## src/source/mshr_pkg.sv

```systemverilog
`default_nettype none

package mshr_pkg;

  typedef logic [63:0] addr_t;
  typedef logic [63:0] data_t;

  // zero means no tag
  typedef logic [3:0] mem_tag_t;

  typedef enum logic [1:0] {
    BUS_NONE  = 2'h0,
    BUS_LOAD  = 2'h1,
    BUS_STORE = 2'h2
  } bus_command_t;

  typedef enum logic [1:0] {
    WAITING    = 2'h0,
    INPROGRESS = 2'h1,
    DONE       = 2'h2
  } entry_state_t;

  typedef struct packed {
    bus_command_t command;
    addr_t        addr;
    data_t        data;
  } miss_request_t;

  typedef struct packed {
    logic         valid;
    entry_state_t state;
    bus_command_t command;
    addr_t        addr;
    data_t        data;
    mem_tag_t     mem_tag;
  } mshr_entry_t;

  typedef struct packed {
    bus_command_t command;
    addr_t        addr;
    data_t        data;
  } mem_request_t;

  typedef struct packed {
    addr_t addr;
    data_t data;
  } fill_t;

endpackage

`default_nettype wire

```

## src/source/mshr.sv

```systemverilog
`default_nettype none

module mshr
  import mshr_pkg::*;
#(
  parameter int depth = 8
) (
  input  wire           clock,
  input  wire           reset,
  input  logic          miss_valid,
  input  miss_request_t miss,
  output logic          miss_ready,
  output mem_request_t  mem_request,
  input  mem_tag_t      mem_response,
  input  mem_tag_t      mem_return_tag,
  input  data_t         mem_return_data,
  output logic          fill_valid,
  output fill_t         fill
);

  mshr_entry_t [depth-1:0]  entries;
  logic                     issue_accept;
  logic [$clog2(depth)-1:0] issue_index;
  logic                     retire_free;
  logic [$clog2(depth)-1:0] retire_index;

  mshr_table #(.depth(depth)) table_i (
    .clock           (clock),
    .reset           (reset),
    .miss_valid      (miss_valid),
    .miss            (miss),
    .miss_ready      (miss_ready),
    .issue_accept    (issue_accept),
    .issue_index     (issue_index),
    .mem_response    (mem_response),
    .mem_return_tag  (mem_return_tag),
    .mem_return_data (mem_return_data),
    .retire_free     (retire_free),
    .retire_index    (retire_index),
    .entries         (entries)
  );

  mshr_issue #(.depth(depth)) issue_i (
    .clock        (clock),
    .reset        (reset),
    .entries      (entries),
    .mem_response (mem_response),
    .mem_request  (mem_request),
    .issue_accept (issue_accept),
    .issue_index  (issue_index)
  );

  mshr_retire #(.depth(depth)) retire_i (
    .clock        (clock),
    .reset        (reset),
    .entries      (entries),
    .fill_valid   (fill_valid),
    .fill         (fill),
    .retire_free  (retire_free),
    .retire_index (retire_index)
  );

endmodule

`default_nettype wire

```

## src/source/mshr_issue.sv

```systemverilog
`default_nettype none

module mshr_issue
  import mshr_pkg::*;
#(
  parameter int depth = 8
) (
  input  wire                               clock,
  input  wire                               reset,
  input  mshr_entry_t [depth-1:0]           entries,
  input  mem_tag_t                          mem_response,
  output mem_request_t                      mem_request,
  output logic                              issue_accept,
  output logic [$clog2(depth)-1:0]          issue_index
);

  localparam int index_width = $clog2(depth);

  typedef logic [index_width-1:0] index_t;

  index_t      issue_ptr;
  mshr_entry_t head_entry;
  logic        waiting;

  assign head_entry = entries[issue_ptr];
  assign waiting    = head_entry.valid && head_entry.state == WAITING;

  assign mem_request.command = waiting ? head_entry.command : BUS_NONE;
  assign mem_request.addr    = head_entry.addr;
  assign mem_request.data    = head_entry.data;

  // a nonzero response is the accept
  assign issue_accept = waiting && mem_response != '0;
  assign issue_index  = issue_ptr;

  always_ff @(posedge clock) begin
    if (reset) begin
      issue_ptr <= '0;
    end else if (issue_accept) begin
      issue_ptr <= issue_ptr + 1'b1;
    end
  end

  // back-pressured request must hold until memory takes it
  assert property (@(posedge clock) disable iff (reset)
    (mem_request.command != BUS_NONE && mem_response == '0) |=> $stable(mem_request));

endmodule

`default_nettype wire

```

## src/source/mshr_retire.sv

```systemverilog
`default_nettype none

module mshr_retire
  import mshr_pkg::*;
#(
  parameter int depth = 8
) (
  input  wire                               clock,
  input  wire                               reset,
  input  mshr_entry_t [depth-1:0]           entries,
  output logic                              fill_valid,
  output fill_t                             fill,
  output logic                              retire_free,
  output logic [$clog2(depth)-1:0]          retire_index
);

  localparam int index_width = $clog2(depth);

  typedef logic [index_width-1:0] index_t;

  index_t      wb_ptr;
  mshr_entry_t wb_entry;
  logic        wb_done;

  assign wb_entry = entries[wb_ptr];
  assign wb_done  = wb_entry.valid && wb_entry.state == DONE;

  // only loads go back to the cache, stores just drop out
  assign fill_valid = wb_done && wb_entry.command == BUS_LOAD;
  assign fill.addr  = wb_entry.addr;
  assign fill.data  = wb_entry.data;

  assign retire_free  = wb_done;
  assign retire_index = wb_ptr;

  // in order, a later done entry waits behind an older one
  always_ff @(posedge clock) begin
    if (reset) begin
      wb_ptr <= '0;
    end else if (wb_done) begin
      wb_ptr <= wb_ptr + 1'b1;
    end
  end

endmodule

`default_nettype wire

```

## src/source/mshr_table.sv

```systemverilog
`default_nettype none

module mshr_table
  import mshr_pkg::*;
#(
  parameter int depth = 8
) (
  input  wire                               clock,
  input  wire                               reset,
  input  logic                              miss_valid,
  input  miss_request_t                     miss,
  output logic                              miss_ready,
  input  logic                              issue_accept,
  input  logic [$clog2(depth)-1:0]          issue_index,
  input  mem_tag_t                          mem_response,
  input  mem_tag_t                          mem_return_tag,
  input  data_t                             mem_return_data,
  input  logic                              retire_free,
  input  logic [$clog2(depth)-1:0]          retire_index,
  output mshr_entry_t [depth-1:0]           entries
);

  localparam int index_width = $clog2(depth);

  typedef logic [index_width-1:0] index_t;
  typedef logic [index_width:0]   count_t;

  localparam count_t full_count = count_t'(depth);

  index_t           tail;
  count_t           count;
  logic             load_hit;
  logic             allocate;
  logic [depth-1:0] in_flight;
  logic             tag_clash;

  assign miss_ready = (count != full_count);

  // a load already pending as a load needs no second request
  always_comb begin
    load_hit = 1'b0;
    for (int i = 0; i < depth; i++) begin
      if (entries[i].valid && entries[i].command == BUS_LOAD &&
          entries[i].addr == miss.addr) begin
        load_hit = 1'b1;
      end
    end
  end

  assign allocate = miss_valid && miss_ready && !(miss.command == BUS_LOAD && load_hit);

  always_ff @(posedge clock) begin
    if (reset) begin
      tail  <= '0;
      count <= '0;
      for (int i = 0; i < depth; i++) begin
        entries[i].valid <= 1'b0;
        entries[i].state <= WAITING;
      end
    end else begin
      count <= count + count_t'(allocate) - count_t'(retire_free);

      // accepted by memory, stores need nothing back
      if (issue_accept) begin
        entries[issue_index].mem_tag <= mem_response;
        if (entries[issue_index].command == BUS_STORE) begin
          entries[issue_index].state <= DONE;
        end else begin
          entries[issue_index].state <= INPROGRESS;
        end
      end

      for (int i = 0; i < depth; i++) begin
        if (entries[i].valid && entries[i].state == INPROGRESS &&
            mem_return_tag != '0 && entries[i].mem_tag == mem_return_tag) begin
          entries[i].state <= DONE;
          entries[i].data  <= mem_return_data;
        end
      end

      if (retire_free) begin
        entries[retire_index].valid <= 1'b0;
      end

      if (allocate) begin
        entries[tail] <= '{
          valid:   1'b1,
          state:   WAITING,
          command: miss.command,
          addr:    miss.addr,
          data:    miss.data,
          mem_tag: '0
        };
        tail <= tail + 1'b1;
      end
    end
  end

  always_comb begin
    for (int i = 0; i < depth; i++) begin
      in_flight[i] = entries[i].valid && entries[i].state == INPROGRESS &&
                     entries[i].mem_tag != '0;
    end
  end

  always_comb begin
    tag_clash = 1'b0;
    for (int i = 0; i < depth; i++) begin
      for (int j = i + 1; j < depth; j++) begin
        if (in_flight[i] && in_flight[j] && entries[i].mem_tag == entries[j].mem_tag) begin
          tag_clash = 1'b1;
        end
      end
    end
  end

  // occupancy count must agree with what retirement has freed
  assert property (@(posedge clock) disable iff (reset)
    allocate |-> !entries[tail].valid);

  // memory must never reuse a tag still outstanding
  assert property (@(posedge clock) disable iff (reset)
    !tag_clash);

endmodule

`default_nettype wire
```

## config.mk

```make
export PLATFORM = sky130hd
export DESIGN_NAME = mshr
export DESIGN_NICKNAME = d
export VERILOG_FILES = /design/src/source/mshr_pkg.sv /design/src/source/mshr.sv /design/src/source/mshr_issue.sv /design/src/source/mshr_retire.sv /design/src/source/mshr_table.sv
export SDC_FILE = /design/constraint.sdc
export NUM_CORES = 2
export LEC_CHECK = 0
export ABC_AREA = 1
export BUFFER_PORTS_ARGS = -buffer_cell sky130_fd_sc_hd__buf_4
export CAP_MARGIN = 0
export CORE_MARGIN = 2
export CORE_UTILIZATION = 57
export CTS_CLUSTER_DIAMETER = 200
export CTS_CLUSTER_SIZE = 12
export DETAILED_ROUTE_END_ITERATION = 7
export PLACE_DENSITY_LB_ADDON = 0.05
export SETUP_SLACK_MARGIN = 0.02
export SLEW_MARGIN = 25
export SYNTH_ARGS = -nofsm -noshare
export SYNTH_HDL_FRONTEND = slang
export SYNTH_SLANG_ARGS = --single-unit
```

## constraint.sdc

```tcl
create_clock -name clock -period 19.5 [get_ports clock]
set_clock_uncertainty 0.05 [all_clocks]
set_input_delay 3.9 -clock clock [delete_from_list [all_inputs] [get_ports clock]]
set_output_delay 3.9 -clock clock [all_outputs]
set_load 0.02 [all_outputs]
```

# ---- Word level (Yosys, flattened, before mapping)
# Cells that the tools add are included.
dict set report word_totals {
  n_memories 0
  regBits 1109
  latch_bits 0
  word_cells 218
  out_inout_bits 260
  input_bits 205
  ram_bits 0
  mem_bits_ro 0
}
dict set report classes {
  shift 0
  n_reduce_logical 54
  addsub 5
  mux 64
  n_lt_le_gt_ge 6
  n_eq_ne 37
  n_bitwise 0
  n_div 0
  multipliers 0
}
# cell n
set ops {}
lappend ops {{$mux 1096} 6}
lappend ops {{$bwmux 1096} 5}
lappend ops {{$demux 137 s3} 4}
lappend ops {{$mux 64} 16}
lappend ops {{$bmux 137 s3} 2}
lappend ops {{$mux 137} 4}
lappend ops {{$eq 64x64->1} 8}
lappend ops {{$mux 136} 1}
lappend ops {{$logic_and 1x1->1} 50}
lappend ops {{$eq 2x1->1 const B} 18}
lappend ops {{$mux 2} 17}
lappend ops {{$eq 4x4->1} 8}
lappend ops {{$lt 3x4->1 const B} 3}
lappend ops {{$add 3x1->3 const B} 3}
lappend ops {{$ge 3x1->1 const B} 3}
lappend ops {{$mux 1} 8}
lappend ops {{$reduce_bool 4->1} 2}
lappend ops {{$add 4x1->4} 1}
lappend ops {{$eq 2x2->1 const B} 2}
lappend ops {{$mux 4} 1}
lappend ops {{$ne 4x4->1 const B} 1}
lappend ops {{$sub 4x1->4} 1}
lappend ops {{$logic_not 2->1} 1}
lappend ops {{$logic_not 1->1} 1}

# ---- Longest topological paths before layout
dict set report depth {
  ltp_word 16
  ltp_mapped 24
  depth_no_buf 21
}

# ---- Modules after synthesis
# A second synthesis with hierarchy kept.
dict set report hier_totals {
  hier_cells 11779
  area_unflattened_um2 80897.6
}
# mod instances cells_per_inst area_per_inst_um2 seq_area_each_um2
set by_module_without_submodules {}
lappend by_module_without_submodules {mshr_table 1 7861 62972.9 32811.5}
lappend by_module_without_submodules {mshr_issue 1 1974 9107.5 60.1}
lappend by_module_without_submodules {mshr_retire 1 1944 8817.2 60.1}

# ---- Worst setup path after synthesis
# No wires, ideal clock.
dict set report synth_path {
  kind {input -> register}
  startpoint {input reset}
  endpoint {register, netlist name table_i.entries[0]}
  t_arrival_ns 18.835
  required_time_ns 18.331
  path_stages 2
  slack_ns -0.504
  path_buffers 1
  setup_ns 1.119
  path_cell_list {inv_1 -> clkbuf_1}
}
# element line
set synth_rtl {}
lappend synth_rtl {{start: declaration} mshr.sv:9} ;# input wire reset,
# No word-level cell between the ends.

==> reports/metrics.cfg <==
[status]
outcome=complete, no violations

[cells_and_area]
design.final.nets=11390
drive_above_1_share_pct=7.105
nFillCells=12990
syn_to_final_growth_pct=6.537
instances_no_fill=13090
post-route-util_pct=60.99

[routing]
drtPass1Iterations=7
drt-total-wl_mm=305.2
vias_per_cell=6.190
drc=0
drtIter0Drc=11750
wl_per_cell_um=23.32
postRouteAntennaNets=0
vias=81030

[global_route]
overflow=0
antenna_found_initial=21
grtUsageTotal_pct=41.49
grt_pass1_vias=74030
grt_max_degree=261
grt_pass1_wl_mm=452.7

[floorplanning]
core_area_um2=139200
die-width_um=377.9
dieArea_um2=142800
initial_utilization_pct=57.25
io_pins=465
rows=137
die_y_um=377.9

[clocking]
cts_max_level=3
root_buffer=clkbuf_16
cts_sinks=1109
post_cts_buffers=0
cts.clk_slew.worst_paths_ns=0.07
cts_hold_buf=0
cts_tree=built
cts_resized=0
cts_max_path_buffers=3
numCtsBuffers=102
clkLatencyLatePin_ns=0.74

[sta]
slew_headroom_pct=16.89
hold_violations=0
slew_viol_final=0
holdWs_ns=0.4271
setup_viol=0
fin_crit_ns=8.898
rsz0062_at_grt=false
worst_pin_slew_ns=1.247
setup_slack_ns=10.60
fmax_mhz=112.4
setup_tns_ns=0
fin_crit_sh_pct=45.63

[synth]
synth.top_cell.area_share_pct=40.40
yosys.area_share.simple_pct=26.72
synth_compound_area_share_pct=20.18
yosys.area_share.xor_xnor_pct=1.968
synth_edf_count=1072
synth_fp_nets=11610
synth_fa_ha_area_share_pct=0.1507
ys_top_cells_by_area=edfxtp_1, nand2_1, o21ai_0, nor2_1, inv_1
syn_avg_cell_area_um2=6.990
synthTopCellsByCount=nand2_1, o21ai_0, nor2_1
synthFlopType=edfxtp_1
synth_top_family_by_area=simple AND/OR/NAND/NOR gates
yosysTopAreaCell=edfxtp_1
synth_most_common_cell=nand2_1
synthCells=11400
ys_seq_area_share_pct=41.33
synthMuxAreaShare_pct=0
yosysWarnings=0
async_flop_share_pct=0
ys_seq_elements=1109
ys_types=47
synth_area_um2=79680

[worst_setup_path]
slowest_stage=buf_4
critPathBufInv=4
max_stage_delay_ns=0.87
worstPathArrival_ns=4.95
critical-path-top-delay-family=buffers and inverters
crit_chain=buf_4, buf_4, buf_4, o21ai_0, o2111ai_1, buf_4
crit_fanout=98
end_kind=output port
crit_type=flip-flop to output port
cp_data_required_time_ns=15.55
start_kind=flip-flop
cp_common_cell=buf_4

[place]
placed_cells=12940
dp_slack_ns=10.04
gp_congestion=0.9531
dp_hpwl_mm=171.3
place.port_buffers=464

[power]
power.density_nw_per_um2=103.8
vdd.ir_drop.worst_mv=0.1148
leakage_nw=37.16

[job]
cap_violations=0

[hold_path]
hold_path.class=flip-flop to flip-flop

-- flip-flops by register name, indices dropped and copies added, names as in the netlist --
name and count:
table_i.entries 1096, table_i.count 4, issue_i.issue_index 3, retire_i.retire_index 3
table_i.tail 3
-- area by class of cell --
class,instances,area [um2],area share (%)
multi-input combinational,8554,39140,46.11
timing repair buffer,558,4387,5.168
clock buffer,125,2660,3.134
sequential,1109,32940,38.80
antenna,11,27.53,0.03243
clock inverter,7,98.84,0.1164
tap,1876,2347,2.765
inverter,850,3286,3.871
-- placed cells by master (no fill, tap or decap), types with 54 or more instances in the layout --
cell          n
a21oi_1     574
buf_4       537
clkbuf_16   103
edfxtp_1   1072
inv_1       762
inv_2        59
nand2_1    3923
nand3_1      75
nand4_1     120
nor2_1     1151
o2111ai_1   188
o211ai_1    243
o21ai_0    1903
or4_1        54
xnor2_1      80
xor2_1       99
-- cells by family (layout without fill, tap and decap cells) --
group / Yosys count / count (layout)
and+or+nand+nor: 5429 / 5429
AOI/OAI and AO/OA: 2937 / 2937
buffers and inverters: 1736 / 1540
DFF: 1109 / 1109
xor gates and xnor gates: 179 / 179
adders and majority gates: 9 / 9
other: 0 / 11
-- tightest hold or removal path, cell delays in order, from the launching register on --
cell	delay, ns
dfxtp_1	0.32
nand3_1	0.07
nand2_1	0.04
-- path summary, 6_finish.rpt --
check / startpoint / endpoint / slack (ns) / cells after the start
max: retire_i.retire_index[0]$_SDFFE_PP0P_ / fill[117] / 10.60 / 6
min: table_i.entries[136]$_SDFF_PP0_ / table_i.entries[136]$_SDFF_PP0_ / 0.43 / 2
min reg2reg: table_i.entries[136]$_SDFF_PP0_ / table_i.entries[136]$_SDFF_PP0_ / 0.43 / 2
max reg2reg: table_i.entries[102]$_DFFE_PP_ / table_i.entries[1009]$_DFFE_PN_ / 13.57 / 17
-- where the power goes --
group	switching [mW]	leakage [nW]	internal [mW]
logic	2.51	25.2	1.11
clock network	0.965	1.34	0.952
registers	0.221	10.6	3.05
total	3.70	37.2	5.11
-- metrics by stage --
stage                     cell area, um2  total power, mW
after floorplan                    79680            5.596
after global placement             81940            6.730
after detailed placement           81950            6.821
after CTS                          84710            8.701
after global routing               84880            9.221
final                              84890            8.809
-- metal layers --
layer	share of wire [%]	GRT usage (%)
met4	6.3	22.96
met3	13	8.668
met2	44	63.92
met1	37	54.55
met5	0.059	0
Note: power is estimated with default switching activity, not from simulation.
